==> src/harness_defines.svh <==
`ifndef HARNESS_DEFINES_SVH
`define HARNESS_DEFINES_SVH

// uut data widths
`define HARNESS_WORD_W 64
`define HARNESS_RESULT_W 32
`define HARNESS_FEED_W 32

// card geometry
`define HARNESS_BLOCK_BYTES 512
`define HARNESS_START_BLOCK 32'h0010_0000

// control block check
`define HARNESS_SIGNATURE 32'haabb_ccdd

// execution limit in cycles
`define HARNESS_TIMEOUT 32'd4096

`endif

==> src/sd_host_pkg.sv <==
`default_nettype none

package sd_host_pkg;

  // request lines towards the card host
  typedef struct packed {
    logic rst;
    logic r_block;
    logic r_multi;
    logic r_byte;
  } sd_req_t;

  // one byte from the card
  typedef logic [7:0] sd_byte_t;

endpackage : sd_host_pkg

`default_nettype wire

==> src/test_record_pkg.sv <==
`default_nettype none

`include "harness_defines.svh"

package test_record_pkg;

  typedef logic [`HARNESS_FEED_W-1:0] feed_word_t;
  typedef logic [`HARNESS_RESULT_W-1:0] result_word_t;

  // fields of the control block, see capture for byte order
  typedef struct packed {
    logic [31:0] signature;
    logic [`HARNESS_WORD_W-1:0] uut_input;
    logic [31:0] next_block;
    logic [31:0] total_bytes;
    result_word_t expected;
  } ctrl_record_t;

  // control lines towards the uut
  typedef struct packed {
    logic rst;
    logic feed;
    logic stop;
  } uut_ctrl_t;

endpackage : test_record_pkg

`default_nettype wire

==> src/harness_fsm.sv <==
`default_nettype none

module harness_fsm
  import sd_host_pkg::*;
  import test_record_pkg::*;
(
  input  wire       clk,
  input  wire       rst,
  input  wire       start_i,
  input  wire       sd_busy_i,
  input  wire       uut_busy_i,
  input  wire       uut_end_i,
  input  wire       uut_err_i,
  input  wire       block_done_i,
  input  wire       feed_done_i,
  input  wire       timeout_i,
  input  wire       sig_ok_i,
  input  wire       word_full_i,
  output sd_req_t   sd_req_o,
  output uut_ctrl_t uut_ctrl_o,
  output logic      busy_o,
  output logic      byte_step_o,
  output logic      bytes_clear_o,
  output logic      block_load_o,
  output logic      block_step_o,
  output logic      block_commit_o,
  output logic      timer_run_o,
  output logic      timer_clear_o,
  output logic      capture_o,
  output logic      feed_capture_o,
  output logic      check_o
);

  typedef enum logic [4:0] {
    S_IDLE,
    S_HOST_RST,
    S_HOST_WAIT,
    S_CTRL_SETUP,
    S_CTRL_REQ,
    S_CTRL_WAIT,
    S_CTRL_BYTE,
    S_CTRL_BYTE_WAIT,
    S_CHECK_SIG,
    S_FEED_REQ,
    S_FEED_WAIT,
    S_FEED_BYTE,
    S_FEED_BYTE_WAIT,
    S_FEED_PUSH,
    S_UUT_WAIT_HI,
    S_UUT_WAIT_LO,
    S_STOP,
    S_END_WAIT,
    S_RESULT,
    S_COMPARE
  } state_t;

  state_t state_q;
  state_t state_d;

  always_ff @(posedge clk) begin
    if (rst) begin
      state_q <= S_IDLE;
    end else begin
      state_q <= state_d;
    end
  end

  always_comb begin
    state_d        = state_q;
    sd_req_o       = '0;
    uut_ctrl_o     = '0;
    busy_o         = 1'b1;
    byte_step_o    = 1'b0;
    bytes_clear_o  = 1'b0;
    block_load_o   = 1'b0;
    block_step_o   = 1'b0;
    block_commit_o = 1'b0;
    timer_run_o    = 1'b0;
    timer_clear_o  = 1'b0;
    capture_o      = 1'b0;
    feed_capture_o = 1'b0;
    check_o        = 1'b0;

    case (state_q)
      S_IDLE: begin
        busy_o = 1'b0;
        if (start_i) begin
          state_d = S_HOST_RST;
        end
      end
      S_HOST_RST: begin
        sd_req_o.rst   = 1'b1;
        uut_ctrl_o.rst = 1'b1;
        if (sd_busy_i) begin
          state_d = S_HOST_WAIT;
        end
      end
      S_HOST_WAIT: begin
        uut_ctrl_o.rst = 1'b1;
        if (!sd_busy_i) begin
          state_d = S_CTRL_SETUP;
        end
      end

      ////////////////////////////////////////
      // control block read
      ////////////////////////////////////////
      S_CTRL_SETUP: begin
        uut_ctrl_o.rst = 1'b1;
        bytes_clear_o  = 1'b1;
        block_load_o   = 1'b1;
        timer_clear_o  = 1'b1;
        if (!sd_busy_i) begin
          state_d = S_CTRL_REQ;
        end
      end
      S_CTRL_REQ: begin
        uut_ctrl_o.rst   = 1'b1;
        sd_req_o.r_block = 1'b1;
        if (sd_busy_i) begin
          state_d = S_CTRL_WAIT;
        end
      end
      S_CTRL_WAIT: begin
        uut_ctrl_o.rst   = 1'b1;
        sd_req_o.r_block = 1'b1;
        if (!sd_busy_i) begin
          state_d = S_CTRL_BYTE;
        end
      end
      S_CTRL_BYTE: begin
        uut_ctrl_o.rst   = 1'b1;
        sd_req_o.r_block = 1'b1;
        if (block_done_i) begin
          state_d = S_CHECK_SIG;
        end else begin
          sd_req_o.r_byte = 1'b1;
          if (sd_busy_i) begin
            state_d = S_CTRL_BYTE_WAIT;
          end
        end
      end
      S_CTRL_BYTE_WAIT: begin
        uut_ctrl_o.rst   = 1'b1;
        sd_req_o.r_block = 1'b1;
        // byte valid as busy falls
        if (!sd_busy_i) begin
          capture_o   = 1'b1;
          byte_step_o = 1'b1;
          state_d     = S_CTRL_BYTE;
        end
      end
      S_CHECK_SIG: begin
        uut_ctrl_o.rst = 1'b1;
        if (sig_ok_i) begin
          bytes_clear_o = 1'b1;
          block_step_o  = 1'b1;
          state_d       = S_FEED_REQ;
        end else begin
          state_d = S_IDLE;
        end
      end

      ////////////////////////////////////////
      // feed loop
      ////////////////////////////////////////
      S_FEED_REQ: begin
        timer_run_o      = 1'b1;
        sd_req_o.r_multi = 1'b1;
        if (sd_busy_i) begin
          state_d = S_FEED_WAIT;
        end
      end
      S_FEED_WAIT: begin
        timer_run_o      = 1'b1;
        sd_req_o.r_multi = 1'b1;
        if (!sd_busy_i) begin
          state_d = S_FEED_BYTE;
        end
      end
      S_FEED_BYTE: begin
        timer_run_o      = 1'b1;
        sd_req_o.r_multi = 1'b1;
        if (word_full_i) begin
          state_d = S_FEED_PUSH;
        end else if (feed_done_i) begin
          state_d = S_STOP;
        end else begin
          sd_req_o.r_byte = 1'b1;
          if (sd_busy_i) begin
            state_d = S_FEED_BYTE_WAIT;
          end
        end
      end
      S_FEED_BYTE_WAIT: begin
        timer_run_o      = 1'b1;
        sd_req_o.r_multi = 1'b1;
        if (!sd_busy_i) begin
          feed_capture_o = 1'b1;
          byte_step_o    = 1'b1;
          state_d        = S_FEED_BYTE;
        end
      end
      S_FEED_PUSH: begin
        timer_run_o      = 1'b1;
        sd_req_o.r_multi = 1'b1;
        if (!uut_busy_i) begin
          uut_ctrl_o.feed = 1'b1;
          state_d         = S_UUT_WAIT_HI;
        end
      end
      S_UUT_WAIT_HI: begin
        timer_run_o      = 1'b1;
        sd_req_o.r_multi = 1'b1;
        if (uut_busy_i) begin
          state_d = S_UUT_WAIT_LO;
        end
      end
      S_UUT_WAIT_LO: begin
        timer_run_o      = 1'b1;
        sd_req_o.r_multi = 1'b1;
        if (!uut_busy_i) begin
          state_d = S_FEED_BYTE;
        end
      end

      ////////////////////////////////////////
      // end of test
      ////////////////////////////////////////
      S_STOP: begin
        timer_run_o     = 1'b1;
        uut_ctrl_o.stop = 1'b1;
        state_d         = S_END_WAIT;
      end
      S_END_WAIT: begin
        timer_run_o = 1'b1;
        if (uut_end_i || uut_err_i || timeout_i) begin
          state_d = S_RESULT;
        end
      end
      S_RESULT: begin
        check_o = 1'b1;
        state_d = S_COMPARE;
      end
      S_COMPARE: begin
        // let the multi read wind down first
        if (!sd_busy_i) begin
          block_commit_o = 1'b1;
          state_d        = S_CTRL_SETUP;
        end
      end
      default: begin
        state_d = S_IDLE;
      end
    endcase
  end

endmodule : harness_fsm

`default_nettype wire

==> src/test_counters.sv <==
`default_nettype none

`include "harness_defines.svh"

module test_counters (
  input  wire         clk,
  input  wire         rst,
  input  wire         byte_step_i,
  input  wire         bytes_clear_i,
  input  wire         block_load_i,
  input  wire         block_step_i,
  input  wire         block_commit_i,
  input  wire         timer_run_i,
  input  wire         timer_clear_i,
  input  wire  [31:0] next_block_i,
  input  wire  [31:0] total_bytes_i,
  output logic [31:0] block_addr_o,
  output logic [31:0] byte_offset_o,
  output logic        block_done_o,
  output logic        feed_done_o,
  output logic        timeout_o
);

  logic [31:0] ctrl_block_q;
  logic [31:0] timer_q;

  // control block register and card address
  always_ff @(posedge clk) begin
    if (rst) begin
      ctrl_block_q <= `HARNESS_START_BLOCK;
      block_addr_o <= `HARNESS_START_BLOCK;
    end else begin
      if (block_commit_i) begin
        ctrl_block_q <= next_block_i;
      end
      if (block_load_i) begin
        block_addr_o <= ctrl_block_q;
      end else if (block_step_i) begin
        block_addr_o <= block_addr_o + 32'd1;
      end
    end
  end

  // byte offset in control block, byte count in feed phase
  always_ff @(posedge clk) begin
    if (rst || bytes_clear_i) begin
      byte_offset_o <= '0;
    end else if (byte_step_i) begin
      byte_offset_o <= byte_offset_o + 32'd1;
    end
  end

  always_ff @(posedge clk) begin
    if (rst || timer_clear_i) begin
      timer_q <= '0;
    end else if (timer_run_i) begin
      timer_q <= timer_q + 32'd1;
    end
  end

  assign block_done_o = (byte_offset_o == 32'(`HARNESS_BLOCK_BYTES));
  assign feed_done_o  = (byte_offset_o >= total_bytes_i);
  assign timeout_o    = (timer_q > `HARNESS_TIMEOUT);

endmodule : test_counters

`default_nettype wire

==> src/ctrl_block_capture.sv <==
`default_nettype none

`include "harness_defines.svh"

module ctrl_block_capture
  import sd_host_pkg::*;
  import test_record_pkg::*;
(
  input  wire          clk,
  input  wire          rst,
  input  wire          capture_i,
  input  wire   [31:0] byte_offset_i,
  input  sd_byte_t     sd_data_i,
  output ctrl_record_t record_o,
  output logic         sig_ok_o
);

  logic [4:0] off;
  logic [2:0] in_lane;
  logic       in_record;

  assign off       = byte_offset_i[4:0];
  assign in_lane   = 3'(off - 5'd4);
  assign in_record = (byte_offset_i < 32'd24);

  always_ff @(posedge clk) begin
    if (rst) begin
      record_o <= '0;
    end else if (capture_i) begin
      // fresh record on first byte of each block
      if (byte_offset_i == 32'd0) begin
        record_o <= '0;
      end
      if (in_record) begin
        if (off < 5'd4) begin
          // signature comes msb first
          record_o.signature[{~off[1:0], 3'b000} +: 8] <= sd_data_i;
        end else if (off < 5'd12) begin
          record_o.uut_input[{in_lane, 3'b000} +: 8] <= sd_data_i;
        end else if (off < 5'd16) begin
          record_o.next_block[{off[1:0], 3'b000} +: 8] <= sd_data_i;
        end else if (off < 5'd20) begin
          record_o.total_bytes[{off[1:0], 3'b000} +: 8] <= sd_data_i;
        end else begin
          record_o.expected[{off[1:0], 3'b000} +: 8] <= sd_data_i;
        end
      end
    end
  end

  assign sig_ok_o = (record_o.signature == `HARNESS_SIGNATURE);

endmodule : ctrl_block_capture

`default_nettype wire

==> src/feed_assembler.sv <==
`default_nettype none

`include "harness_defines.svh"

module feed_assembler
  import sd_host_pkg::*;
  import test_record_pkg::*;
(
  input  wire        clk,
  input  wire        rst,
  input  wire        feed_capture_i,
  input  sd_byte_t   sd_data_i,
  output feed_word_t feed_data_o,
  output logic       word_full_o
);

  logic [1:0] count_q;

  // first byte ends up most significant
  always_ff @(posedge clk) begin
    if (feed_capture_i) begin
      feed_data_o <= {feed_data_o[`HARNESS_FEED_W-9:0], sd_data_i};
    end
  end

  // count wraps as the fourth byte lands, full flags one cycle
  always_ff @(posedge clk) begin
    if (rst) begin
      count_q     <= '0;
      word_full_o <= 1'b0;
    end else begin
      word_full_o <= feed_capture_i && (count_q == 2'd3);
      if (feed_capture_i) begin
        count_q <= count_q + 2'd1;
      end
    end
  end

endmodule : feed_assembler

`default_nettype wire

==> src/result_checker.sv <==
`default_nettype none

module result_checker
  import test_record_pkg::*;
(
  input  wire          clk,
  input  wire          rst,
  input  wire          check_i,
  input  result_word_t uut_result_i,
  input  wire          uut_err_i,
  input  result_word_t expected_i,
  output logic [31:0]  error_count_o
);

  result_word_t result_q;
  logic         err_q;
  logic         cmp_q;

  always_ff @(posedge clk) begin
    if (check_i) begin
      result_q <= uut_result_i;
      err_q    <= uut_err_i;
    end
  end

  // compare one cycle after capture
  always_ff @(posedge clk) begin
    if (rst) begin
      cmp_q         <= 1'b0;
      error_count_o <= '0;
    end else begin
      cmp_q <= check_i;
      if (cmp_q && (err_q || (result_q != expected_i))) begin
        error_count_o <= error_count_o + 32'd1;
      end
    end
  end

endmodule : result_checker

`default_nettype wire

==> src/harness_top.sv <==
`default_nettype none

`include "harness_defines.svh"

module harness_top
  import sd_host_pkg::*;
  import test_record_pkg::*;
(
  input  wire                        clk,
  input  wire                        rst,
  input  wire                        start_i,
  input  wire                        sd_busy_i,
  input  sd_byte_t                   sd_data_i,
  output sd_req_t                    sd_req_o,
  output logic [31:0]                sd_block_addr_o,
  input  wire                        uut_busy_i,
  input  wire                        uut_end_i,
  input  wire                        uut_err_i,
  input  result_word_t               uut_result_i,
  output uut_ctrl_t                  uut_ctrl_o,
  output logic [`HARNESS_WORD_W-1:0] uut_input_o,
  output feed_word_t                 feed_data_o,
  output logic [31:0]                error_count_o,
  output logic                       busy_o
);

  logic         byte_step;
  logic         bytes_clear;
  logic         block_load;
  logic         block_step;
  logic         block_commit;
  logic         timer_run;
  logic         timer_clear;
  logic         capture;
  logic         feed_capture;
  logic         check;
  logic         block_done;
  logic         feed_done;
  logic         timeout;
  logic         sig_ok;
  logic         word_full;
  logic [31:0]  byte_offset;
  ctrl_record_t record;

  assign uut_input_o = record.uut_input;

  harness_fsm u_fsm (
    .clk            (clk),
    .rst            (rst),
    .start_i        (start_i),
    .sd_busy_i      (sd_busy_i),
    .uut_busy_i     (uut_busy_i),
    .uut_end_i      (uut_end_i),
    .uut_err_i      (uut_err_i),
    .block_done_i   (block_done),
    .feed_done_i    (feed_done),
    .timeout_i      (timeout),
    .sig_ok_i       (sig_ok),
    .word_full_i    (word_full),
    .sd_req_o       (sd_req_o),
    .uut_ctrl_o     (uut_ctrl_o),
    .busy_o         (busy_o),
    .byte_step_o    (byte_step),
    .bytes_clear_o  (bytes_clear),
    .block_load_o   (block_load),
    .block_step_o   (block_step),
    .block_commit_o (block_commit),
    .timer_run_o    (timer_run),
    .timer_clear_o  (timer_clear),
    .capture_o      (capture),
    .feed_capture_o (feed_capture),
    .check_o        (check)
  );

  test_counters u_counters (
    .clk            (clk),
    .rst            (rst),
    .byte_step_i    (byte_step),
    .bytes_clear_i  (bytes_clear),
    .block_load_i   (block_load),
    .block_step_i   (block_step),
    .block_commit_i (block_commit),
    .timer_run_i    (timer_run),
    .timer_clear_i  (timer_clear),
    .next_block_i   (record.next_block),
    .total_bytes_i  (record.total_bytes),
    .block_addr_o   (sd_block_addr_o),
    .byte_offset_o  (byte_offset),
    .block_done_o   (block_done),
    .feed_done_o    (feed_done),
    .timeout_o      (timeout)
  );

  ctrl_block_capture u_capture (
    .clk           (clk),
    .rst           (rst),
    .capture_i     (capture),
    .byte_offset_i (byte_offset),
    .sd_data_i     (sd_data_i),
    .record_o      (record),
    .sig_ok_o      (sig_ok)
  );

  feed_assembler u_feed (
    .clk            (clk),
    .rst            (rst),
    .feed_capture_i (feed_capture),
    .sd_data_i      (sd_data_i),
    .feed_data_o    (feed_data_o),
    .word_full_o    (word_full)
  );

  result_checker u_checker (
    .clk           (clk),
    .rst           (rst),
    .check_i       (check),
    .uut_result_i  (uut_result_i),
    .uut_err_i     (uut_err_i),
    .expected_i    (record.expected),
    .error_count_o (error_count_o)
  );

endmodule : harness_top

`default_nettype wire

==> config.mk <==
export PLATFORM = sky130hd
export DESIGN_NAME = harness_top
export DESIGN_NICKNAME = d
export VERILOG_FILES = /design/src/sd_host_pkg.sv /design/src/test_record_pkg.sv /design/src/harness_fsm.sv /design/src/test_counters.sv /design/src/ctrl_block_capture.sv /design/src/feed_assembler.sv /design/src/result_checker.sv /design/src/harness_top.sv
export VERILOG_INCLUDE_DIRS = /design/src /design/src/src
export SDC_FILE = /design/constraint.sdc
export NUM_CORES = 1
export LEC_CHECK = 0
export BUFFER_PORTS_ARGS = -buffer_cell sky130_fd_sc_hd__buf_2
export CAP_MARGIN = 20
export CORE_UTILIZATION = 59
export CTS_CLUSTER_SIZE = 25
export DETAILED_ROUTE_END_ITERATION = 16
export HOLD_SLACK_MARGIN = 0.1
export PLACE_DENSITY = 0.84
export SYNTH_ARGS = -nofsm -noshare
export SYNTH_HDL_FRONTEND = slang
export SYNTH_SLANG_ARGS = --single-unit
==> constraint.sdc <==
create_clock -name clk -period 3.4 [get_ports clk]
set_input_delay 0.68 -clock clk [delete_from_list [all_inputs] [get_ports clk]]
set_output_delay 0.68 -clock clk [all_outputs]
set_load 0.02 [all_outputs]
==> out/metrics.yaml <==
sta:
  final.setup.worst_slack_ns: 0.0747
  final_max_slew_viol_count: 0
  period_share_pct: 97.8
  tightest_slew_ns: 0.881
  maxSlewHeadroom_pct: 40.5
  finalHoldViolCount: 0
  skew_ns: 0.0226
  min_period_ns: 3.33
  max_freq_mhz: 301
  setup_viol: 0
die:
  die_w_um: 182
  fp.coreArea_um2: 31800
  io-pin-count: 215
  die_y_um: 182
  fp-row-count: 65
  dieArea_um2: 33200
  start_util_pct: 60.3
finish:
  ff_latch_area_um2: 9190
  fin_nets: 2391
  antenna_cells: 0
  multi_input_area_um2: 8870
  final_common_cell: "dfxtp_1"
  fill_cells: 2460
  drive_gt1_share_pct: 16.2
  finalInstanceArea_um2: 21800
  most-common-layout-cells: "351 x dfxtp_1, 259 x nand2_1, 247 x nor2_1"
  area_delta_synth_final_pct: 13.5
placed_design:
  numPortBuffers: 214
  dp_slack_ns: 0.393
  place_area_um2: 20200
  place.gp.congestion: 0.981
  post-dp-hpwl_um: 36200
setup_path:
  cp-end-kind: "output port"
  path_class: "reg2out"
  startpoint_type: "flip-flop"
  crit_required_ns: 2.72
  crit_fanout: 15
  arrival_ns: 2.65
worst_hold_path:
  hold_path_class: "in2reg"
cts:
  cts_tree: "yes"
  cts.sinks: 426
  clk_transition_reported_paths_ns: 0.06
  clock_latency_ns: 0.55
  clk_path_buf_depth: 3
  cts_htree_levels: 2
  hold_buffers: 0
  root_buffer: "clkbuf_16"
  post_cts_buffers: 0
  cts_buffers: 43
power_and_ir_drop:
  peakVddDrop_mv: 0.501
  power_density_nw_per_um2: 493
  leakage_nw: 8.19
synthesis:
  synth_nets: 2270
  synth.distinct_cells: 81
  synth.yosys.seq_area_share_pct: 47.9
  synth.avg_cell_area_um2: 8.81
  yosysWarnings: 0
  synth_edf_count: 65
  synth_seq_cells: 426
  async_reset_ff_share_pct: 0
  synth_cells: 2177
  synth_ff_type: "dfxtp_1"
  syn_area_um2: 19200
detailed_routing:
  top_layer: "met4"
  vias: 16935
  drt_wl_total_um: 52700
  routedWlPerCell_um: 19.0
  wl_met3_um: 4520
  met1_length_um: 21300
  drtPass1Iterations: 6
  met2WireLength_um: 24500
  final_antenna_net_count: 0
  vias_per_cell: 6.12
  initialDrtViolationCount: 1599
  drc: 0
global_routing:
  gr-total-overflow: 0
  grt_pass1_wl_um: 82600
  antenna_found_initial: 0
  grt_pass1_vias: 15726
  grt_max_degree: 92
  grt.total_usage_pct: 31.0
outcome:
  status: "finished clean"
run:
  cap_violations: 0
## worst max-delay path, stage by stage, from the launching register on
cell and delay (ns):
dfxtp_2 0.49, ha_1 0.31, and3_1 0.19, o21ai_0 0.17, o21ai_0 0.12, a221o_1 0.31
a21o_4 0.24, o32ai_4 0.11, buf_6 0.16
## stage by stage
step	power [mW]	hold WS (ns)	utilization [%]	setup TNS, ns	std cells
2_1_floorplan	5.67	0.425	-	0	2177
3_3_place_gp	5.88	0.426	63.7	0	2688
3_5_place_dp	5.89	0.431	63.7	0	2688
4_1_cts	10.8	0.296	68.4	0	2768
5_1_grt	11.0	0.294	68.5	-0.0136	2768
6_report	10.7	0.306	68.5	0	2768
## final timing paths
kind	from	end	slack, ns	depth (start not counted)
hold reg to reg	u_feed.feed_data_o[6]$_DFFE_PP_	u_feed.feed_data_o[14]$_DFFE_PP_	0.44	0
setup reg to reg	u_fsm.state_q[1]$_SDFFE_PP0P_	u_capture.record_o[127]$_SDFFE_PP0P_	0.39	8
hold / removal	uut_result_i[12]	u_checker.result_q[12]$_DFFE_PP_	0.31	1
setup / recovery	u_counters.byte_offset_o[2]$_SDFFE_PP0P_	sd_req_o[0]	0.07	8
## metal layers
layer,vias to the layer above,track usage (%)
met1,7972,40.0
met4,0,13.4
met5,-,0
li1,7854,-
met3,205,4.59
met2,904,51.9
## registers in the layout, summed over array words and instances, names as in the netlist
signal                    flops
u_capture.record_o          192
u_checker.cmp_q               1
u_checker.err_q               1
u_checker.error_count_o      32
u_checker.result_q           32
u_counters.block_addr_o      32
u_counters.byte_offset_o     32
u_counters.ctrl_block_q      32
u_counters.timer_q           32
u_feed.count_q                2
u_feed.feed_data_o           32
u_feed.word_full_o            1
u_fsm.state_q                 5
## Yosys cell counts, types with 7 or more instances
cell	n	area (um^2)
nor4_1	40	250
and2_1	16	100
inv_1	61	229
nor4bb_1	8	80.1
a21oi_1	160	801
a31oi_1	45	282
or3_1	14	87.6
ha_1	46	576
o21ai_1	15	75.1
a32oi_1	10	87.6
nor3_1	44	220
o21ai_0	78	390
edfxtp_1	65	1950
clkbuf_1	93	349
nand2_1	260	976
nor2b_1	12	75.1
a22o_1	29	254
buf_4	69	518
buf_2	19	95.1
xor2_1	73	639
nand3_1	122	611
dfxtp_1	361	7230
o22ai_1	7	43.8
nor2_1	248	931
a32o_1	20	200
and4_1	17	149
nand4_1	36	225
o211ai_1	7	52.6
xnor2_1	53	464
nand2b_1	12	75.1
and3_1	26	163
## report_power, final
group | internal, mW | switching [mW]
clock | 2.95 | 1.97
combinational | 0.189 | 0.450
sequential | 5.12 | 0.0482
## what timing repair did
action | in CTS | in global routing
setup endpoints to repair | 1 | 1
hold endpoints to repair | 0 | 0
resized for setup | 10 | 11
## logic make-up after synthesis
group	synth area share (%)
muxes	0.313
xor gates and xnor gates	5.75
DFF	47.9
AOI/OAI and AO/OA	13.4
adders and majority gates	3.00
and+or+nand+nor	23.4
buffers and inverters	6.31
## final cells by class
cell class | count | area share, %
inverter | 61 | 1.05
multi-input combinational | 1504 | 40.7
sequential | 426 | 42.2
clock inverter | 20 | 1.22
tap | 435 | 2.50
timing repair buffer | 262 | 6.74
clock buffer | 60 | 5.56
(Power assumes the default switching activity.)
